<file path="src/pe_isa_pkg.sv">
`default_nettype none

package pe_isa_pkg;

    // instruction layout, msb first
    // [18:16] opcode  [15] out  [14:10] dst  [9:5] src0  [4:0] src1
    localparam int inst_width = 19;

    ////////////////////
    // opcodes
    ////////////////////

    // halt is zero so an unloaded entry stops the program
    typedef enum logic [2:0] {
        op_halt = 3'd0,
        op_add  = 3'd1,
        op_sub  = 3'd2,
        op_mul  = 3'd3,
        op_mov  = 3'd4
    } opcode_t;

    ////////////////////
    // field positions
    ////////////////////

    localparam int op_msb   = 18;
    localparam int op_lsb   = 16;
    localparam int out_bit  = 15;
    localparam int dst_msb  = 14;
    localparam int dst_lsb  = 10;
    localparam int src0_msb = 9;
    localparam int src0_lsb = 5;
    localparam int src1_msb = 4;
    localparam int src1_lsb = 0;

    // operands in to result out of the complex alu
    localparam int alu_latency = 2;

endpackage

`default_nettype wire

</file>
<file path="src/pe_cfg_pkg.sv">
`default_nettype none

package pe_cfg_pkg;

    ////////////////////
    // data words
    ////////////////////

    // one half of a complex word, q1.15
    localparam int data_width = 16;
    // real in the upper half, imaginary in the lower half
    localparam int word_width = 2 * data_width;
    // fraction bits, used to scale products back to q1.15
    localparam int frac_bits = 15;

    ////////////////////
    // memories
    ////////////////////

    localparam int reg_num        = 32;
    localparam int reg_addr_width = 5;
    localparam int prog_depth     = 16;
    localparam int pc_width       = 4;

endpackage

`default_nettype wire
</file>
<file path="src/pe.sv">
`timescale 1ns/1ns
`default_nettype none

module pe
    import pe_cfg_pkg::*, pe_isa_pkg::*;
(
    input  wire logic                  clk,
    input  wire logic                  rst,
    input  wire logic                  din_v,
    input  wire logic [word_width-1:0] din_pe,
    input  wire logic                  inst_in_v,
    input  wire logic [inst_width-1:0] inst_in,
    input  wire logic                  run,
    output logic                       busy,
    output logic                       dout_v,
    output logic      [word_width-1:0] dout_pe
);

    // issue path
    logic                      issue_v;
    logic [inst_width-1:0]     issue_inst;
    logic                      fetching;
    // memory ports
    logic [reg_addr_width-1:0] rd_addr0;
    logic [reg_addr_width-1:0] rd_addr1;
    logic [word_width-1:0]     rdata0;
    logic [word_width-1:0]     rdata1;
    logic                      wr_en;
    logic [reg_addr_width-1:0] wr_addr;
    logic [word_width-1:0]     wr_data;
    // alu
    opcode_t                   alu_op;
    logic [word_width-1:0]     alu_result;

    ////////////////////
    // blocks
    ////////////////////

    // program storage and pc
    inst_mem inst_mem_i (
        .clk        (clk),
        .rst        (rst),
        .inst_in_v  (inst_in_v),
        .inst_in    (inst_in),
        .run        (run),
        .issue_v    (issue_v),
        .issue_inst (issue_inst),
        .fetching   (fetching)
    );

    // decode, load addressing and writeback
    control control_i (
        .clk        (clk),
        .rst        (rst),
        .din_v      (din_v),
        .din_pe     (din_pe),
        .run        (run),
        .fetching   (fetching),
        .issue_v    (issue_v),
        .issue_inst (issue_inst),
        .alu_result (alu_result),
        .rd_addr0   (rd_addr0),
        .rd_addr1   (rd_addr1),
        .alu_op     (alu_op),
        .wr_en      (wr_en),
        .wr_addr    (wr_addr),
        .wr_data    (wr_data),
        .busy       (busy),
        .dout_v     (dout_v),
        .dout_pe    (dout_pe)
    );

    data_mem data_mem_i (
        .clk      (clk),
        .wr_en    (wr_en),
        .wr_addr  (wr_addr),
        .wr_data  (wr_data),
        .rd_addr0 (rd_addr0),
        .rd_addr1 (rd_addr1),
        .rdata0   (rdata0),
        .rdata1   (rdata1)
    );

    // two cycles from rdata to alu_result
    complex_alu complex_alu_i (
        .clk    (clk),
        .rst    (rst),
        .alu_op (alu_op),
        .din_1  (rdata0),
        .din_2  (rdata1),
        .dout   (alu_result)
    );

endmodule

`default_nettype wire

</file>
<file path="src/complex_alu.sv">
`timescale 1ns/1ns
`default_nettype none

module complex_alu
    import pe_cfg_pkg::*, pe_isa_pkg::*;
(
    input  wire logic                  clk,
    input  wire logic                  rst,
    input  wire opcode_t               alu_op,
    input  wire logic [word_width-1:0] din_1,
    input  wire logic [word_width-1:0] din_2,
    output logic      [word_width-1:0] dout
);

    // operand halves
    logic signed [data_width-1:0]   ar;
    logic signed [data_width-1:0]   ai;
    logic signed [data_width-1:0]   br;
    logic signed [data_width-1:0]   bi;
    // stage one
    opcode_t                        op_q;
    logic signed [2*data_width-1:0] p_rr;
    logic signed [2*data_width-1:0] p_ii;
    logic signed [2*data_width-1:0] p_ri;
    logic signed [2*data_width-1:0] p_ir;
    logic        [data_width-1:0]   s1_re;
    logic        [data_width-1:0]   s1_im;
    // stage two sums, one extra bit so -1 * -1 does not overflow here
    logic signed [2*data_width:0]   acc_re;
    logic signed [2*data_width:0]   acc_im;

    assign ar = din_1[word_width-1:data_width];
    assign ai = din_1[data_width-1:0];
    assign br = din_2[word_width-1:data_width];
    assign bi = din_2[data_width-1:0];

    ////////////////////
    // stage one
    ////////////////////

    always_ff @(posedge clk) begin
        if (rst) begin
            op_q <= op_halt;
        end else begin
            op_q <= alu_op;
        end
    end

    // partial products are formed for every op, only mul uses them
    always_ff @(posedge clk) begin
        p_rr <= ar * br;
        p_ii <= ai * bi;
        p_ri <= ar * bi;
        p_ir <= ai * br;
        case (alu_op)
            // add and sub wrap at 16 bits per half
            op_add: begin
                s1_re <= ar + br;
                s1_im <= ai + bi;
            end
            op_sub: begin
                s1_re <= ar - br;
                s1_im <= ai - bi;
            end
            // mov passes din_1
            default: begin
                s1_re <= ar;
                s1_im <= ai;
            end
        endcase
    end

    ////////////////////
    // stage two
    ////////////////////

    assign acc_re = p_rr - p_ii;
    assign acc_im = p_ri + p_ir;

    // picking bits [30:15] is an arithmetic shift by 15 then truncation
    always_ff @(posedge clk) begin
        if (op_q == op_mul) begin
            dout <= {acc_re[frac_bits+data_width-1:frac_bits],
                     acc_im[frac_bits+data_width-1:frac_bits]};
        end else begin
            dout <= {s1_re, s1_im};
        end
    end

endmodule

`default_nettype wire

</file>
<file path="src/data_mem.sv">
`timescale 1ns/1ns
`default_nettype none

module data_mem
    import pe_cfg_pkg::*;
(
    input  wire logic                      clk,
    input  wire logic                      wr_en,
    input  wire logic [reg_addr_width-1:0] wr_addr,
    input  wire logic [word_width-1:0]     wr_data,
    input  wire logic [reg_addr_width-1:0] rd_addr0,
    input  wire logic [reg_addr_width-1:0] rd_addr1,
    output logic      [word_width-1:0]     rdata0,
    output logic      [word_width-1:0]     rdata1
);

    // 32 complex words, {re, im}
    logic [word_width-1:0] mem [0:reg_num-1];

    ////////////////////
    // write port
    ////////////////////

    // one write per cycle, loads and writebacks share it
    always_ff @(posedge clk) begin
        if (wr_en) begin
            mem[wr_addr] <= wr_data;
        end
    end

    ////////////////////
    // read ports
    ////////////////////

    // both reads registered every cycle
    // same-address write in this cycle still returns the old word
    always_ff @(posedge clk) begin
        rdata0 <= mem[rd_addr0];
        rdata1 <= mem[rd_addr1];
    end

endmodule

`default_nettype wire

</file>
<file path="src/control.sv">
`timescale 1ns/1ns
`default_nettype none

module control
    import pe_cfg_pkg::*, pe_isa_pkg::*;
(
    input  wire logic                      clk,
    input  wire logic                      rst,
    input  wire logic                      din_v,
    input  wire logic [word_width-1:0]     din_pe,
    input  wire logic                      run,
    input  wire logic                      fetching,
    input  wire logic                      issue_v,
    input  wire logic [inst_width-1:0]     issue_inst,
    input  wire logic [word_width-1:0]     alu_result,
    output logic      [reg_addr_width-1:0] rd_addr0,
    output logic      [reg_addr_width-1:0] rd_addr1,
    output opcode_t                        alu_op,
    output logic                           wr_en,
    output logic      [reg_addr_width-1:0] wr_addr,
    output logic      [word_width-1:0]     wr_data,
    output logic                           busy,
    output logic                           dout_v,
    output logic      [word_width-1:0]     dout_pe
);

    logic [reg_addr_width-1:0] load_ptr;
    logic [alu_latency:0]      v_pipe;
    logic [alu_latency:0]      out_pipe;
    logic [reg_addr_width-1:0] dst_pipe [0:alu_latency];
    logic                      wb_v;
    logic                      wb_out;
    logic [reg_addr_width-1:0] wb_dst;
    logic [word_width-1:0]     wb_data;

    ////////////////////
    // decode
    ////////////////////

    // read addresses go straight to the memory, data comes back next cycle
    assign rd_addr0 = issue_inst[src0_msb:src0_lsb];
    assign rd_addr1 = issue_inst[src1_msb:src1_lsb];

    // opcode delayed one cycle to line up with rdata0/rdata1
    always_ff @(posedge clk) begin
        if (rst) begin
            alu_op <= op_halt;
        end else begin
            alu_op <= opcode_t'(issue_inst[op_msb:op_lsb]);
        end
    end

    ////////////////////
    // delay line
    ////////////////////

    // one stage for the memory read plus the alu stages
    always_ff @(posedge clk) begin
        if (rst) begin
            v_pipe <= '0;
            wb_v   <= 1'b0;
        end else begin
            v_pipe <= {v_pipe[alu_latency-1:0], issue_v};
            wb_v   <= v_pipe[alu_latency];
        end
    end

    // dst and out flag only matter while the matching valid bit is set
    always_ff @(posedge clk) begin
        out_pipe    <= {out_pipe[alu_latency-1:0], issue_inst[out_bit]};
        dst_pipe[0] <= issue_inst[dst_msb:dst_lsb];
        for (int i = 1; i <= alu_latency; i++) begin
            dst_pipe[i] <= dst_pipe[i-1];
        end
        wb_out  <= out_pipe[alu_latency];
        wb_dst  <= dst_pipe[alu_latency];
        wb_data <= alu_result;
    end

    ////////////////////
    // write port
    ////////////////////

    // data load pointer wraps at reg_num
    always_ff @(posedge clk) begin
        if (rst || run) begin
            load_ptr <= '0;
        end else if (din_v) begin
            load_ptr <= load_ptr + reg_addr_width'(1);
        end
    end

    // writeback wins, host loads never overlap a run
    assign wr_en   = wb_v || din_v;
    assign wr_addr = wb_v ? wb_dst : load_ptr;
    assign wr_data = wb_v ? wb_data : din_pe;

    // busy until the last issued instruction writes back
    assign busy    = fetching || issue_v || (|v_pipe) || wb_v;
    assign dout_v  = wb_v && wb_out;
    assign dout_pe = wb_data;

endmodule

`default_nettype wire

</file>
<file path="src/inst_mem.sv">
`timescale 1ns/1ns
`default_nettype none

module inst_mem
    import pe_cfg_pkg::*, pe_isa_pkg::*;
(
    input  wire logic                  clk,
    input  wire logic                  rst,
    input  wire logic                  inst_in_v,
    input  wire logic [inst_width-1:0] inst_in,
    input  wire logic                  run,
    output logic                       issue_v,
    output logic [inst_width-1:0]      issue_inst,
    output logic                       fetching
);

    logic [inst_width-1:0] imem [0:prog_depth-1];
    logic [pc_width-1:0]   load_ptr;
    logic [pc_width-1:0]   pc;
    logic [pc_width-1:0]   fetch_pc;
    logic [inst_width-1:0] fetch_inst;
    logic                  fetch_now;
    logic                  fetch_halt;

    ////////////////////
    // program load
    ////////////////////

    always_ff @(posedge clk) begin
        if (inst_in_v) begin
            imem[load_ptr] <= inst_in;
        end
    end

    // pointer restarts at 0 on reset and on every run pulse
    always_ff @(posedge clk) begin
        if (rst || run) begin
            load_ptr <= '0;
        end else if (inst_in_v) begin
            load_ptr <= load_ptr + pc_width'(1);
        end
    end

    ////////////////////
    // fetch and issue
    ////////////////////

    // run fetches entry 0 in the same cycle, so issue starts one cycle later
    assign fetch_now  = run || fetching;
    assign fetch_pc   = run ? '0 : pc;
    assign fetch_inst = imem[fetch_pc];
    assign fetch_halt = (opcode_t'(fetch_inst[op_msb:op_lsb]) == op_halt);

    always_ff @(posedge clk) begin
        if (rst) begin
            issue_v  <= 1'b0;
            fetching <= 1'b0;
            pc       <= '0;
        end else if (fetch_now) begin
            // halt itself is never issued
            issue_v  <= !fetch_halt;
            // last entry ends the program as well
            fetching <= !fetch_halt && (fetch_pc != pc_width'(prog_depth - 1));
            pc       <= fetch_pc + pc_width'(1);
        end else begin
            issue_v <= 1'b0;
        end
    end

    always_ff @(posedge clk) begin
        if (fetch_now) begin
            issue_inst <= fetch_inst;
        end
    end

endmodule

`default_nettype wire

</file>
<file path="config.mk">
export PLATFORM = sky130hd
export DESIGN_NAME = pe
export DESIGN_NICKNAME = d
export VERILOG_FILES = /design/src/pe_isa_pkg.sv /design/src/pe_cfg_pkg.sv /design/src/pe.sv /design/src/complex_alu.sv /design/src/data_mem.sv /design/src/control.sv /design/src/inst_mem.sv
export SDC_FILE = /design/constraint.sdc
export NUM_CORES = 2
export LEC_CHECK = 0
export BUFFER_PORTS_ARGS = -buffer_cell sky130_fd_sc_hd__clkbuf_2
export CELL_PAD_IN_SITES_DETAIL_PLACEMENT = 0
export CELL_PAD_IN_SITES_GLOBAL_PLACEMENT = 1
export CORE_AREA = 8 8 556 422
export DETAILED_ROUTE_END_ITERATION = 6
export DIE_AREA = 0 0 564 430
export GPL_TIMING_DRIVEN = 0
export HOLD_SLACK_MARGIN = 0.02
export PLACE_DENSITY_LB_ADDON = 0.1
export SLEW_MARGIN = 20
export SYNTH_ARGS = -nofsm -noshare
export SYNTH_HDL_FRONTEND = slang
export SYNTH_SLANG_ARGS = --single-unit
</file>
<file path="constraint.sdc">
create_clock -name clk -period 6.4 [get_ports clk]
set_input_delay 0.96 -clock clk [delete_from_list [all_inputs] [get_ports clk]]
set_output_delay 0.96 -clock clk [all_outputs]
set_load 0.03 [all_outputs]
</file>
Word level (Yosys, flattened, before mapping)
Memory sizes are Yosys's and may differ from the RTL's. A register that Yosys moved wholly into a read port is not among the register bits.
Cells that the tools add are included.

word-level totals
  bits in registers = 268
  bits in writable memories = 1343
  input port bits = 56
  output and inout port bits = 34
  logic and storage cells = 63
  memories = 3

memory list
  name                depth  bits a word  rd ports  clocked after Yosys merged registers in  write ports  RTL line        source
  data_mem_i.mem      32     32           2         2                                        1            data_mem.sv:18  logic [word_width-1:0] mem [0:reg_num-1];
  inst_mem_i.imem     16     19           1         0                                        1            inst_mem.sv:17  logic [inst_width-1:0] imem [0:prog_depth-1];
  control_i.dst_pipe  3      5            3         1                                        3            control.sv:30   logic [reg_addr_width-1:0] dst_pipe [0:alu_latency];

operators by class
  $add $sub $neg = 9
  $mul = 4
  eq/ne operators = 4
  mux-type cells = 10
  bitwise gates (word level) = 1
  reductions and logical operators = 12

operators with widths
  operator             count
  $mul 16x16->31       4
  $mux 32              2
  $pmux 16 s2          2
  $add 16x16->16       2
  $sub 16x16->16       2
  $add 31x31->31       1
  $sub 31x31->31       1
  $add 4x1->4 const B  2
  $eq 3x2->1 const B   2
  $logic_or 1x1->1     6
  $add 5x1->5 const B  1
  $mux 5               1
  $mux 1               4
  $mux 4               1
  $ne 4x4->1 const B   1
  $eq 3x1->1 const B   1
  $logic_not 3->1      1
  $reduce_or 3->1      1
  $logic_and 1x1->1    2
  $reduce_or 2->1      1
  $logic_not 1->1      1
  $not 1->1            1

Longest topological paths before layout
An unclocked memory read counts as a cell.

  depth after elaboration = 5
  depth in mapped cells = 26
  mapped depth without buffers = 24

Hierarchy
Synthesis repeated with hierarchy kept, for this count alone.

second synthesis, totals
  cells, all modules = 9624
  area, all modules = 112542.9 µm²

modules (own cells, without submodules)
  module       instances  cells an instance  area each (µm²)  sequential area each (µm²)
  data_mem     1          3450               50070.5          32030.7
  complex_alu  1          5212               47097.7          3823.7
  inst_mem     1          812                13261.5          9899.5
  control      1          150                2113.3           1361.3

Worst setup path after synthesis
OpenSTA, ideal clock, no wires.

  path kind = register -> register
  from = register data_mem_i.rdata1[1] (read register of data_mem_i.mem)
  to = register complex_alu_i.p_ii[27]
  library setup time = 123 ps
  arrival time = 6212 ps
  required time = 6277 ps
  path slack = 65 ps
  cell stages (with the launch flop) = 24
  path buffers = 2
  period minus slack after synthesis = 6335 ps
  path through = dfxtp_1 -> clkbuf_1 -> clkbuf_1 -> nand2_1 -> fa_1 -> fa_1 -> inv_1 -> fa_1 -> inv_1 -> fa_1 -> fa_1 -> fa_1 -> inv_1 -> ha_1 -> a21o_1 -> a21o_1 -> a21oi_1 -> nor2b_1 -> a311o_1 -> a41oi_1 -> nor2_1 -> a2111oi_2 -> o21bai_1 -> xor2_1

between the ends
  longest elaborated chain between the ends = 1

ends and longest elaborated chain
  item                  RTL line           source
  start, declared       data_mem.sv:14     output logic [word_width-1:0] rdata1
  $mul 16x16->31        complex_alu.sv:52  p_ii <= ai * bi;
  end signal, assigned  complex_alu.sv:52
  end, declared         complex_alu.sv:23  logic signed [2*data_width-1:0] p_ii;

No other way between the ends.
A chain may end at the register's enable or synchronous reset.

Worst setup path after layout
  from = register data_mem_i.rdata1[26] (read register of data_mem_i.mem)
  to = register complex_alu_i.p_rr[30]

between the ends
  longest elaborated chain between the ends = 1

ends and longest elaborated chain
  item                  RTL line           source
  $mul 16x16->31        complex_alu.sv:51  p_rr <= ar * br;
  end signal, assigned  complex_alu.sv:51
  end, declared         complex_alu.sv:22  logic signed [2*data_width-1:0] p_rr;

No other way between the ends.

==> impl_metrics.py <==
metrics = {
    "outcome": {
        "status": "finished, violations left",
        "violations": "DRC, setup timing",
    },
    "yosys": {
        "synth_cell_type_count": 82,
        "yosysTopAreaCellShare": 0.368,
        "ys_seq_area_frac": 0.429,
        "synth_fp_nets": 9607,
        "syn_inst": 8107,
        "synthTopCellsByCount": "edfxtp_1, inv_1, fa_1",
        "yosys_register_bits": 1680,
        "synth_edf_count": 1347,
        "yosysTopAreaCell": "edfxtp_1",
        "syn_avg_cell_area_um2": 13.6,
        "synth.most_common_cell": "edfxtp_1",
        "ys_dominant_reg_cell": "edfxtp_1",
        "synth_area_leaders": "edfxtp_1, fa_1, mux4_2",
        "syn_area_mm2": 0.110,
        "async_flop_share": 0,
        "yosysWarningCount": 0,
    },
    "worst_setup_path": {
        "worstPathRequired_ns": 7.17,
        "path_common_cell": "fa_1",
        "end_kind": "flip-flop",
        "crit_chain": "buf_8 -> buf_12 -> and2_4 -> fa_1 -> inv_1 -> fa_1 -> inv_1 -> fa_1 -> fa_1 -> fa_1 -> inv_1 -> fa_1 -> inv_2 -> ha_4 -> and2_1 -> a221o_1 -> o21bai_4 -> buf_12 -> o311ai_4 -> a21o_1 -> a21o_1 -> o2111ai_2 -> a21oi_2 -> xnor2_2",
        "crit_type": "flip-flop to flip-flop",
        "start_kind": "flip-flop",
        "crit_family": "adder cells",
        "critical_path.max_stage_delay_ns": 0.54,
        "cp_data_arrival_time_ns": 7.35,
        "cp_slowest_cell": "fa_1",
        "worstPathMaxFanout": 5,
        "critPathBufInv": 7,
    },
    "job": {
        "cap_violations": 0,
    },
    "detailed_routing": {
        "wl_per_cell_um": 34.5,
        "drt-total-wl_um": 409000,
        "ant_nets": 0,
        "via_per_inst": 6.07,
        "vias": 72017,
        "drc": 22,
        "drt_iter0_drc": 9281,
        "dr.pass1.iters": 7,
    },
    "clock_network": {
        "cts_tree": "done",
        "path_clk_slew_ns": 0.07,
        "numCtsBuffers": 177,
        "clockBufferDepth": 4,
        "clk_latency_ns": 0.86,
        "cts_sinks": 1680,
        "htree_num_levels": 4,
        "root_buffer": "clkbuf_16",
    },
    "die": {
        "num_io_pins": 90,
        "die_h_um": 430,
        "start_util": 0.486,
        "die_x_um": 564,
        "rows": 152,
        "core_mm2": 0.226,
        "die_area_mm2": 0.243,
    },
    "sta": {
        "fmax_mhz": 152,
        "min_period_over_period": 1.03,
        "tightest_slew_ns": 1.26,
        "maxSlewViolCount": 0,
        "max_slew_margin": 0.160,
        "setup_slack_ns": -0.183,
        "rsz0062_at_grt": "yes",
        "fin_crit_ns": 6.58,
        "finalSetupViolations": 9,
        "clock_skew_ns": 0.0702,
        "hold_violations": 0,
    },
    "placed_design": {
        "gp_congestion": 0.982,
        "postPlaceCellArea_mm2": 0.116,
        "dp_hpwl_um": 309000,
        "portBuffers": 86,
    },
    "global_route": {
        "grt-ovfl-total": 0,
        "grt_pass1_wl_um": 562000,
        "grt_max_degree": 33,
        "antenna_found_initial": 35,
        "grt_pass1_vias": 70903,
        "track_usage": 0.335,
    },
    "layout": {
        "fill_cells": 18534,
        "drive_gt1_frac": 0.241,
        "fin_area_mm2": 0.128,
        "final_nets": 10203,
        "syn_to_final_growth_pct": 16.7,
    },
    "min_path": {
        "min_path_type": "flip-flop to flip-flop",
    },
}
-- timing repair --
action | 4_1_cts | 5_1_grt
gates resized for setup | 802 | 275
pin swaps | 97 | 151
setup buffers | 191 | 88
endpoints found under the setup margin | 73 | 32
hold buffers | 0 | 0
-- final timing paths --
path | depth (start not counted) | slack [ns] | from | endpoint
worst max-delay path | 24 | -0.18 | data_mem_i.rdata1[26]$_DFF_P_ | complex_alu_i.p_rr[30]$_DFF_P_
worst min-delay path | 0 | 0.31 | complex_alu_i.dout[18]$_DFF_P_ | control_i.dout_pe[18]$_DFF_P_
worst max register to register | 24 | -0.18 | data_mem_i.rdata1[26]$_DFF_P_ | complex_alu_i.p_rr[30]$_DFF_P_
worst min register to register | 0 | 0.31 | complex_alu_i.dout[18]$_DFF_P_ | control_i.dout_pe[18]$_DFF_P_
-- worst reg2reg max path: cells and delay by family (launching register included) --
family	cells	cell delay, ns
compound gates	7	1.63
xor+xnor	1	0.15
fa+ha+maj	7	3.37
simple gates	2	0.29
flops	1	0.42
buf+inv	7	0.70
-- cell usage in the layout (no fill, tap or decap), types with 31 or more instances in the layout --
cell type  synthesis  final
edfxtp_1        1347   1347
inv_1           1190   1152
fa_1            1026    994
nand2_1          674    654
mux4_2           640    640
and2_1           485    464
ha_1             418    377
dfxtp_1          333    271
clkbuf_16          0    247
buf_4              1    234
clkbuf_1         380    194
mux2_2           175    175
a21oi_1          181    159
xnor2_1          162    151
nor2_1           184    146
clkbuf_2           0    134
o21ai_0          113    105
buf_12             0     84
xor2_1            72     67
a21o_1            60     60
dfxtp_4            0     55
nor2b_1           54     53
clkbuf_8           0     51
nand2b_1          47     46
nand3_1           50     46
buf_6              1     44
mux2i_1           44     44
inv_2              0     36
o21ai_1           40     36
nor3_1            40     36
nor2_4             0     36
o31ai_1           42     36
fa_2               0     32
buf_2              6     31
a211oi_1          36     31
-- routing by layer --
metal	vias to the layer above	global-route usage	share of wire	wire length, µm
met4	20	0.0926	0.034	13900
li1	29263	-	-	-
met5	-	0.0147	0.0019	761
met3	625	0.128	0.14	56900
met1	37875	0.510	0.43	175000
met2	4234	0.443	0.40	162000
-- state kept, by name (all words and copies together), names as in the netlist, 16 cells and up --
register and flops:
complex_alu_i.dout 32, complex_alu_i.s1_re 16, complex_alu_i.p_ri 31, complex_alu_i.p_rr 31, complex_alu_i.p_ii 31, complex_alu_i.p_ir 31, control_i.dout_pe 32, data_mem_i.mem 1024
complex_alu_i.s1_im 16, data_mem_i.rdata0 32, data_mem_i.rdata1 32, inst_mem_i.issue_inst 19, inst_mem_i.imem 304
-- metrics by stage --
| step | setup slack (ns) | TNS (ns) | instances | utilization | hold slack, ns |
|---|---|---|---|---|---|
| 3_5_place_dp | -3.14 | -98.72 | 11279 | 0.514 | 0.312 |
| 2_1_floorplan | 0.0649 | 0 | 8107 | - | 0.310 |
| 4_1_cts | -0.164 | -1.03 | 11762 | 0.560 | 0.312 |
| 5_1_grt | -0.284 | -2.42 | 11842 | 0.566 | 0.330 |
| 3_3_place_gp | -3.39 | -376.79 | 11196 | 0.504 | 0.311 |
| 6_report | -0.183 | -0.865 | 11859 | 0.567 | 0.313 |
-- kinds of logic (layout without fill, tap and decap cells) --
family / count (synthesis) / in the layout / share of synthesized area
DFF: 1680 / 1680 / 0.429
adders and majority gates: 1444 / 1444 / 0.234
xor gates and xnor gates: 234 / 234 / 0.0186
other: 0 / 18 / 0
buffers and inverters: 1639 / 2370 / 0.0561
muxes: 861 / 861 / 0.153
and+or+nand+nor: 1602 / 1602 / 0.0711
AOI/OAI and AO/OA: 647 / 647 / 0.0376
-- cell type report --
type,count,area (µm²),share of cell area
repair buffers,445,4670,0.0364
diodes,18,45.0,0.000351
clock inverters,69,602,0.00469
multi-input cells,4788,58400,0.455
flip-flops and latches,1680,47300,0.369
inverters,1192,4500,0.0351
plain buffers,419,3990,0.0311
well taps,3003,3760,0.0293
clock buffers,245,4940,0.0386
Power is not shown: default switching activity piles up to over one toggle a cycle in this logic, so the estimate is an artifact.
